## config.mk

```make
export PLATFORM = sky130hd
export DESIGN_NAME = rx_phase_acc
export DESIGN_NICKNAME = d
export VERILOG_FILES = /design/src/design/rx_pkg.sv /design/src/design/rx_phase_acc.sv
export VERILOG_INCLUDE_DIRS = /design/src /design/src/design
export SDC_FILE = /design/constraint.sdc
export NUM_CORES = 1
export LEC_CHECK = 0
export BUFFER_PORTS_ARGS = -buffer_cell sky130_fd_sc_hd__buf_2
export CORE_MARGIN = 10
export CORE_UTILIZATION = 45
export CTS_CLUSTER_DIAMETER = 80
export DETAILED_ROUTE_END_ITERATION = 12
export HOLD_SLACK_MARGIN = 0.12
export PLACE_DENSITY = 0.8
export SKIP_CTS_REPAIR_TIMING = 1
export SLEW_MARGIN = 20
export SYNTH_ARGS = -nofsm -noshare
export SYNTH_HDL_FRONTEND = slang
export SYNTH_SLANG_ARGS = --single-unit
```

## constraint.sdc

```tcl
create_clock -name clock_i -period 2.3 [get_ports clock_i]
set_input_delay 0.115 -clock clock_i [delete_from_list [all_inputs] [get_ports clock_i]]
set_output_delay 0.115 -clock clock_i [all_outputs]
set_load 0.01 [all_outputs]
```

## src/design/rx_consts.svh

```systemverilog
/* Receive chain constants */

`ifndef RX_CONSTS_SVH
`define RX_CONSTS_SVH

// Width of one real sample at the input and at the output
`define RX_SAMPLE_W 16

// Width of the NCO phase accumulator
`define RX_PHASE_W 32

// Angle width at the CORDIC, the top bits of the phase accumulator
`define RX_ANGLE_W 16

// Number of shift-add iterations in the rotator
`define RX_CORDIC_STAGES 14

// CIC filter order, integrators and combs each
`define RX_CIC_ORDER 4

// Largest decimation is 2**6 = 64
`define RX_LOG2_RATE_MAX 6

// Wishbone word addresses
`define RX_ADDR_FREQ   3'd0
`define RX_ADDR_PHASE  3'd1
`define RX_ADDR_CTRL   3'd2
`define RX_ADDR_SAMPLE 3'd3
`define RX_ADDR_STATUS 3'd4

`endif

```

## src/design/rx_pkg.sv

```systemverilog
/* Receive chain types */

`include "rx_consts.svh"

package rx_pkg;

   // One complex baseband sample, I in the upper half
   typedef struct packed {
      logic signed [`RX_SAMPLE_W-1:0] i;
      logic signed [`RX_SAMPLE_W-1:0] q;
   } rx_iq_t;

   // The held output sample is filled as I/Q and read back by the host as one word
   typedef union packed {
      rx_iq_t                        iq;
      logic [2*`RX_SAMPLE_W-1:0]     raw;
   } rx_sample_u;

   // Configuration shared by every stage of the chain
   typedef struct packed {
      logic                    enable;
      logic [2:0]              log2_rate;
      logic [`RX_PHASE_W-1:0]  freq;
      logic [`RX_PHASE_W-1:0]  phase;
   } rx_cfg_t;

endpackage

```

## src/design/rx_phase_acc.sv

```systemverilog
/* NCO phase accumulator */

`include "rx_consts.svh"

module rx_phase_acc (
   input  logic                   clock_i,
   input  logic                   arst_n_i,
   input  rx_pkg::rx_cfg_t        cfg_i,
   input  logic                   strobe_i,
   output logic [`RX_ANGLE_W-1:0] phase_o
);

   logic [`RX_PHASE_W-1:0] acc;
   logic [`RX_PHASE_W-1:0] sum;

   // Offset is applied on the way out so it never builds up in the accumulator
   assign sum = acc + cfg_i.phase;

   always_ff @(posedge clock_i or negedge arst_n_i) begin
      if (!arst_n_i) begin
         acc     <= '0;
         phase_o <= '0;
      end else if (strobe_i && cfg_i.enable) begin
         acc     <= acc + cfg_i.freq;
         // The sample on this strobe gets the phase from before the step
         phase_o <= sum[`RX_PHASE_W-1 -: `RX_ANGLE_W];
      end
   end

endmodule

```

==> results.md, run 1 <==
Critical path:
- In this run the critical register-to-register path is captured at acc[31]$_DFFE_PN0P_.
- The worst setup path is captured at a flop.
- The worst register-to-register path has a setup slack of -200 ps.
- The number of cells on the worst reg-to-reg path is 11.
- The highest fanout seen on the critical path is 5.
- STA puts the critical path data required time at 2480 ps.
- In this run the critical register-to-register path is launched from acc[1]$_DFFE_PN0P_.
- The signal on the critical path passes through ha_4 -> a211oi_1 -> buf_4 -> o21ai_4 -> nand4_1 -> buf_4 -> a211oi_4 -> nor2_2 -> or2_1 -> a31oi_1 -> nand3_1.
- The arrival time at the worst endpoint is about 2700 ps.
- The peak per-stage delay on the critical path is ~420 ps.
- The startpoint type of the worst setup path is a flop.
- The slowest stage cell on the critical path is dfrtp_1.
- In this design, the critical path's most frequently occurring cell is buf_4.
- By startpoint and endpoint, the worst setup path is classified as flop to flop.

Layout:
- For this run, the share of the core covered by cells in the final layout is 0.616.
- The antenna diode count is 0.
- The share of post-route cells with drive strength above 1 is 0.340.
- Relative to the synthesized area, the layout overhead comes to 34.7%.
- The net count of the finished layout is approximately 850.

Drt:
- The post-detailed-route count of antenna-violating nets is 0.
- The met2 wire length is roughly 7200 um.
- The routed wire length per instance is 17.1 um.
- In the detailed route, the total length drawn on met3 is 804 um.
- The number of iterations in the first detailed-routing pass is 5.
- The routed layout has 4954 vias.
- The routed length on met1 is ~6100 um.
- The detailed router used layers up to and including met4.
- Wires add up to between 10000 and 15000 um.
- In the routed design, unresolved DRC markers number 0.
- The number of violations reported at the end of detailed-routing iteration 0 is between 300 and 400.
- Dividing the detail-routed via count by the number of cells gives roughly 5.8.

Synthesis:
- The number of standard cells after synthesis is around 570.
- The compound-cell area share of the yosys netlist was 0.289.
- Summing every instance area after synthesis gives around 4700 um^2.
- By area the synthesized netlist is led by dfrtp_1 (26%), ha_1 (16%), nand2_1 (6.4%).
- For this run, the register share of the synthesized area comes to 0.257.
- Of the total synthesized cell area, the portion taken by full adders, half adders and majority gates is 0.167.
- Of the total synthesized cell area, the portion taken by XOR and XNOR cells is 0.0693.
- In this run the mean area of a mapped cell was around 8.2 um^2.
- The post-synthesis simple-gate area fraction is 0.177.
- Measured against the total synthesized area, the mux share comes to 0.00722.
- The largest total area in the synthesized netlist belongs to dfrtp_1.
- The synthesized design contains 0 enable-type register cells.
- During synthesis, Yosys emitted a total of 0 warnings.
- The netlist uses 64 different library cells.
- The post-synthesis net count is ~700.
- After synthesis the netlist holds a flip-flop and latch count of 48.
- After synthesis, the largest family of logic cells by area is compound AO/OA/AOI/OAI gates.
- In the synthesized netlist the dominant register cell turns out to be dfrtp_1.
- The area share of the largest cell type after synthesis is 0.257.
- Of all flip-flops after synthesis, the portion carrying an async set or reset was 1.00.

Clock tree:
- The root cell of the clock tree is clkbuf_8.
- The clock transition at the register clock pins on the worst setup and hold paths after CTS is about 100 ps.
- The number of levels in the clock H-tree is 2.
- At the later pin of the worst-skew pair, clock insertion delay measures between 300 and 400 ps.
- The number of clock sinks is 48.
- The clock tree buffer depth is 2.
- In this run, CTS created clock tree buffers numbering 5.
- TritonCTS built the clock tree.

Place:
- In this run the tool buffered the top-level ports with 83 buffer cells.
- The routability congestion estimate is around 0.9.
- Summed over all nets, the half-perimeter wirelength after detailed placement is between 10000 and 15000 um.

Hold path:
- The cell depth of the worst hold path is 3.
- For hold timing, the worst endpoint is acc[0]$_DFFE_PN0P_.
- The worst hold path begins at cfg_i[32].
- In this run the worst hold path is classified as input pin to flop.

Power:
- Of the total power, combinational logic draws 0.739.
- The internal power consumption is 4.66 mW.
- In this run the static leakage power is just under 3 nW.
- The largest vdd supply drop is 0.000593 V.
- Summed over all nets, the switching power comes to ~4 mW.
- The relative contribution of sequential cells to total power is 0.189.
- The total power density per cell area is between 1000 and 1500 nW/um^2.
- Of the total power, the clock network draws 0.072.
- The switching share of power is 0.468.

Global routing:
- The pin count of the biggest net entering global routing is 49.
- The wire length of the first global-routing pass is roughly 22000 um.
- The via count of the first global-routing pass is between 4000 and 5000.
- The total congestion overflow after global routing is 0.
- The initial antenna violation count was 0.
- The aggregate global-route resource usage is 0.177.

Floorplanning:
- The die area is ~15000 um^2.
- Measured along the y axis, the die boundary spans approximately 120 um.
- The initial utilization of the core area, before any placement, comes to 0.457.
- The top-level port count is 87.
- The die outline width is 122 um.
- The floorplan row count is 37.
- The area of the core is around 10000 um^2.

STA:
- The number of hold violations in the final report is 0.
- The worst relative slew slack is 0.617.
- The slew of the pin with the lowest slew margin is 575 ps.
- The worst hold slack is 205 ps.
- Of the available clock period, the critical path in the final layout requires 1.09.
- Setup violations remaining at the end of the flow were counted as 15.
- The clock arrives with roughly 14 ps of skew.
- Setup repair after global routing could not meet its margin everywhere.
- For this run, the top clock speed supported by timing is approximately 400 MHz.
- The final setup slack of the worst path is -205 ps.
- After layout, the minimum clock period comes to around 2500 ps.
- The number of pins exceeding their max-slew limit in the final report is 0.

Outcome:
- The run finished, with violations left.
- The checks that failed: negative setup slack.

Flow run:
- The number of max-cap violations is 0.
power groups by stage:
| stage | registers [mW] | clock network, mW | logic [mW] |
|---|---|---|---|
| 2_1_floorplan | 1.59 | 0 | 3.81 |
| 3_3_place_gp | 1.61 | 0 | 5.40 |
| 3_5_place_dp | 1.63 | 0 | 5.58 |
| 4_1_cts | 1.61 | 0.638 | 5.61 |
| 5_1_grt | 1.71 | 0.663 | 7.13 |
| 6_report | 1.66 | 0.632 | 6.48 |
worst max-delay path, delay by kind of cell (launching register included):
family / cells / cell delay [ps]
compound gates: 4 / 740
fa+ha+maj: 1 / 280
buf+inv: 2 / 340
flops: 1 / 420
simple gates: 4 / 610
cells in the mapped netlist (6+ instances only):
library cell and count:
a211oi_1 6, a21o_1 19, a21oi_1 51, a31oi_1 8
and3_1 7, clkbuf_1 12, dfrtp_1 48, ha_1 61
inv_1 16, nand2_1 80, nand3_1 14, nand4_1 10
nor2_1 34, nor3_1 10, o21a_1 11, o21ai_0 36
o21ai_1 33, o31ai_1 7, xnor2_1 22, xor2_1 15
cells in the final DEF, fill, tap and decap left out, types with 5 or more instances in the layout:
cell	instances
a21oi_2	6
clkbuf_8	5
o21ai_1	30
nor3_2	6
dfrtp_1	47
nand2_1	78
o21a_1	11
ha_4	14
xnor2_1	22
nor2_1	30
a31oi_1	7
a21oi_1	46
nand4_1	10
a21o_1	19
o21ai_2	7
and3_1	7
buf_4	63
buf_2	83
ha_1	44
o21ai_0	31
inv_1	16
xor2_1	15
nand3_1	13
metal layers:
metal	global-route usage	vias to the layer above
li1	-	2378
met1	0.220	2358
met2	0.308	187
met3	0.0241	31
met4	0.0537	0
met5	0	-
area by class of cell:
class / instances / area, um^2
Inverter: 17 / 66.3
Timing Repair Buffer: 152 / 963
Fill cell: 887 / 3930
Clock buffer: 5 / 68.8
Tap cell: 136 / 170
Multi-Input combinational cell: 490 / 3790
Clock inverter: 3 / 42.5
Sequential cell: 48 / 1200
worst max path at each step:
stage          cells after the start                       to                from  slack (ps)
6_report                          11      acc[31]$_DFFE_PN0P_  acc[1]$_DFFE_PN0P_        -200
5_1_grt                           11      acc[31]$_DFFE_PN0P_  acc[1]$_DFFE_PN0P_        -380
4_1_cts                            9  phase_o[14]$_DFFE_PN0P_  acc[9]$_DFFE_PN0P_        -240
3_5_place_dp                      10      acc[26]$_DFFE_PN0P_  acc[0]$_DFFE_PN0P_        -210
3_3_place_gp                       9  phase_o[14]$_DFFE_PN0P_  acc[9]$_DFFE_PN0P_        -150
2_1_floorplan                     10      acc[26]$_DFFE_PN0P_  acc[0]$_DFFE_PN0P_          -9
per-stage QoR:
| step | setup slack, ps | area, um^2 | power (mW) | TNS (ps) | std cells |
|---|---|---|---|---|---|
| 4_1_cts | -242 | 5800 | 7.86 | -3290 | 843 |
| 3_5_place_dp | -210 | 5680 | 7.21 | -2660 | 835 |
| 6_report | -205 | 6300 | 8.77 | -1240 | 851 |
| 5_1_grt | -385 | 6300 | 9.50 | -3700 | 851 |
| 2_1_floorplan | -9.15 | 4710 | 5.40 | -9.15 | 573 |
| 3_3_place_gp | -151 | 5680 | 7.01 | -1400 | 835 |
cells by family (layout without fill, tap and decap cells):
logic type,after synthesis,in the layout
buf+inv,35,177
fa+ha+maj,62,62
xor+xnor,37,37
simple gates,180,180
compound gates,208,208
flops,48,48
mux,3,3
state kept, by name, indices dropped and copies added (netlist names):
| name | flops |
|---|---|
| phase_o | 16 |
| acc | 32 |
Power figures use the tool's default switching activity.
==> run 2, diff against run 1 <==
--- a/config.mk
+++ b/config.mk
@@ -11,2 +11,3 @@
 export CORE_UTILIZATION = 45
+export CTS_BUF_LIST = sky130_fd_sc_hd__clkbuf_2 sky130_fd_sc_hd__clkbuf_4 sky130_fd_sc_hd__clkbuf_8
 export CTS_CLUSTER_DIAMETER = 80
==> constraint.sdc (replaced) <==
create_clock -name clock_i -period 2.3 [get_ports clock_i]
set_input_delay 0.46 -clock clock_i [delete_from_list [all_inputs] [get_ports clock_i]]
set_output_delay 0.46 -clock clock_i [all_outputs]
set_load 0.01 [all_outputs]
==> results.md, run 2 (synthesized netlist as in run 1, its figures left out) <==
Power:
- The proportion of power drawn by combinational gates is 0.754 (+0.015).
- The total power density per cell area came to 1380 nW/um^2 (-0.89%).
- The largest vdd supply drop is 0.000657 V (+11%).
- The clock group share of total power was 0.060 (-0.012).
- The leakage component of the power came to 3.06 nW (+5.0%).
- The internal power consumption is 4.79 mW (+2.7%).
- The relative contribution of sequential cells to total power came to 0.185 (-0.004).
- The switching component of the power is 4.08 mW (-0.76%).
- The post-route total power was 8.87 mW (+1.1%).
- The switching share of power is 0.460 (-0.00845).

STA:
- The final critical delay including setup and external delays was 2480 ps (-27.0 ps).
- The final setup slack of the worst path was -178 ps (+27.0 ps).
- The upper clock frequency limit came to 404 MHz (+1.1%).
- The number of pins exceeding their max-slew limit in the final report was 0 (unchanged).
- The slew of the pin with the lowest slew margin is 584 ps (+8.72 ps).
- The portion of the clock cycle consumed by the worst path in the final layout is 1.08 (-0.0117).
- The worst hold slack was 131 ps (-73.5 ps).
- The setup clock skew after layout is 4.21 ps (-9.80 ps).
- The total of endpoints with negative setup slack in the final report is 21 (+6).
- The worst relative slew slack is 0.611 (-0.00581).
- The number of hold violations in the final report is 0 (unchanged).
- Setup repair after global routing could not meet its margin everywhere.

Floorplanning:
- The die outline width is 122 um (unchanged).
- The top-level port count is 87 (unchanged).
- The die area is 14900 um^2 (unchanged).
- The starting utilization of the core area was 0.457 (unchanged).
- The area of the core is 10200 um^2 (unchanged).
- The floorplan row count is 37 (unchanged).
- The die height was 122 um (unchanged).

Global routing:
- The initial antenna violation count is 0 (unchanged).
- The pin count of the biggest net entering global routing was 37 (-24%).
- The via count of the first global-routing pass was 4948 (+5.4%).
- The aggregate global-route resource usage is 0.183 (+0.00680).
- The wire length of the first global-routing pass was 22900 um (+4.5%).
- The total congestion overflow after global routing is 0 (unchanged).

Layout:
- The number of nets in the finished design is 876 (+3.4%).
- The area of the multi-input gates is 3710 um^2 (-1.9%).
- Relative to the synthesized area, the layout overhead comes to 37.3%.
- The flip-flop count of the largest register after layout is 32 (unchanged).
- The share of post-route cells with drive strength above 1 is 0.352 (+0.0123).
- The filler cell count in the final layout was 815 (-8.1%).
- The area taken by flip-flops and latches is 1200 um^2 (unchanged).
- acc holds more flip-flops than any other register.
- In the layout the commonest cells are buf_4 (95), buf_2 (83), nand2_1 (79), a21oi_1 (48), dfrtp_1 (47).
- The library cell used most frequently in the layout, excluding fill and tap cells, is buf_4.
- The largest registers in the layout are acc x32, phase_o x16.
- The antenna diode count is 0 (unchanged).

Drt:
- The post-detailed-route count of antenna-violating nets came to 0 (unchanged).
- The number of violations reported at the end of detailed-routing iteration 0 is 328 (+5.8%).
- The via density per instance is 5.65 (-2.9%).
- The routed wire length per instance was 16.5 um (-3.5%).
- The final routed wirelength across all metal layers is 14500 um (-0.21%).
- The number of remaining DRC errors is 0 (unchanged).
- The count of vias placed by the detailed router is 4972 (+0.36%).
- The number of iterations in the first detailed-routing pass was 5 (unchanged).

Critical path:
- The cell depth of the worst flop-to-flop path is 10 (-1).
- The critical path required time is 2530 ps (+50 ps).
- The library cell appearing most often on the critical path is a21oi_4.
- On the critical path, the stage with the largest delay is an instance of dfrtp_1.
- The worst setup path is captured at a flop.
- The signal on the critical path passes through ha_4 -> fa_2 -> a21o_1 -> nand3_2 -> a21oi_4 -> a21oi_4 -> a2111oi_4 -> or3_4 -> and3_4 -> o31ai_2.
- The arrival time at the worst endpoint is 2700 ps (+20 ps).
- The critical path is of the flop to flop type.
- The peak per-stage delay on the critical path is 410 ps (about the same).
- The highest fanout seen on the critical path is 4 (-1).
- The worst setup path is launched from a flop.

Clock tree:
- The TritonCTS clock tree is yes.
- The cell sitting at the root of the clock tree is a clkbuf_8.
- The clock tree buffer depth was 2 (unchanged).
- The clock latency reported for the late side of the worst-skew pair is 310 ps (about the same).
- The clock transition at the register clock pins on the worst setup and hold paths after CTS is 90 ps (about the same).
- The number of levels in the clock H-tree is 2 (unchanged).
- The number of clock sinks came to 48 (unchanged).
- The total CTS buffers was 5 (unchanged).

Place:
- The routability congestion estimate is 0.972 (+6.3%).
- The quantity of I/O buffers inserted on ports is 83 (unchanged).
- The estimated wirelength of the detail-placed design is 11500 um (+3.0%).
- The post-placement worst setup slack was -378 ps (-168 ps).

Outcome:
- The final reports fail on negative setup slack.
- The flow ran to the end, but the final reports show violations.

Flow run:
- The number of max-cap violations is 0 (unchanged).

Hold path:
- The type of the most critical hold path is input pin to asynchronous set/reset pin.
## run 2: metrics by stage
step,setup TNS (ps),instance area (um^2),util,std cells
2_1_floorplan,-96.2,4730,-,573
3_3_place_gp,-6770,5940,0.581,865
3_5_place_dp,-7910,5940,0.581,865
4_1_cts,-2890,6030,0.590,873
5_1_grt,-4050,6430,0.628,880
6_report,-1270,6430,0.628,880
## run 2: final cells by class
| type | count | share of cell area |
|---|---|---|
| clock buffer | 6 | 0.0129 |
| timing repair buffer | 181 | 0.184 |
| clock inverter | 2 | 0.00156 |
| multi-input combinational | 490 | 0.578 |
| inverter | 17 | 0.0103 |
| tap | 136 | 0.0265 |
| sequential | 48 | 0.187 |
## run 2: critical path: cells and delay by family, from the launching register on
kind            cells  cell delay [ps]
compound gates      5              740
flops               1              410
fa+ha+maj           2              580
simple gates        3              670
## run 2: power groups by stage
stage	Sequential (mW)	Clock [mW]	Combinational [mW]
3_3_place_gp	1.61	0	5.75
2_1_floorplan	1.59	0	3.84
3_5_place_dp	1.63	0	5.94
4_1_cts	1.61	0.543	5.98
6_report	1.64	0.536	6.69
5_1_grt	1.69	0.573	7.39
## run 2: final timing paths
kind	start	endpoint	slack, ps
worst max-delay path	acc[0]$_DFFE_PN0P_	acc[26]$_DFFE_PN0P_	-180
min in group clock_i	phase_o[9]$_DFFE_PN0P_	phase_o[9]$_DFFE_PN0P_	480
worst max register to register	acc[0]$_DFFE_PN0P_	acc[26]$_DFFE_PN0P_	-180
worst min-delay path	arst_n_i	phase_o[13]$_DFFE_PN0P_	130
worst min register to register	phase_o[9]$_DFFE_PN0P_	phase_o[9]$_DFFE_PN0P_	480
max in group asynchronous	arst_n_i	acc[8]$_DFFE_PN0P_	1630
## run 2: layer usage
metal	vias to the layer above	track usage	routed length (um)	part of all wire
met2	174	0.319	7070	0.49
met1	2306	0.228	6240	0.43
li1	2456	-	-	-
met3	36	0.0236	710	0.049
met5	-	0	0	0
met4	0	0.0611	455	0.031
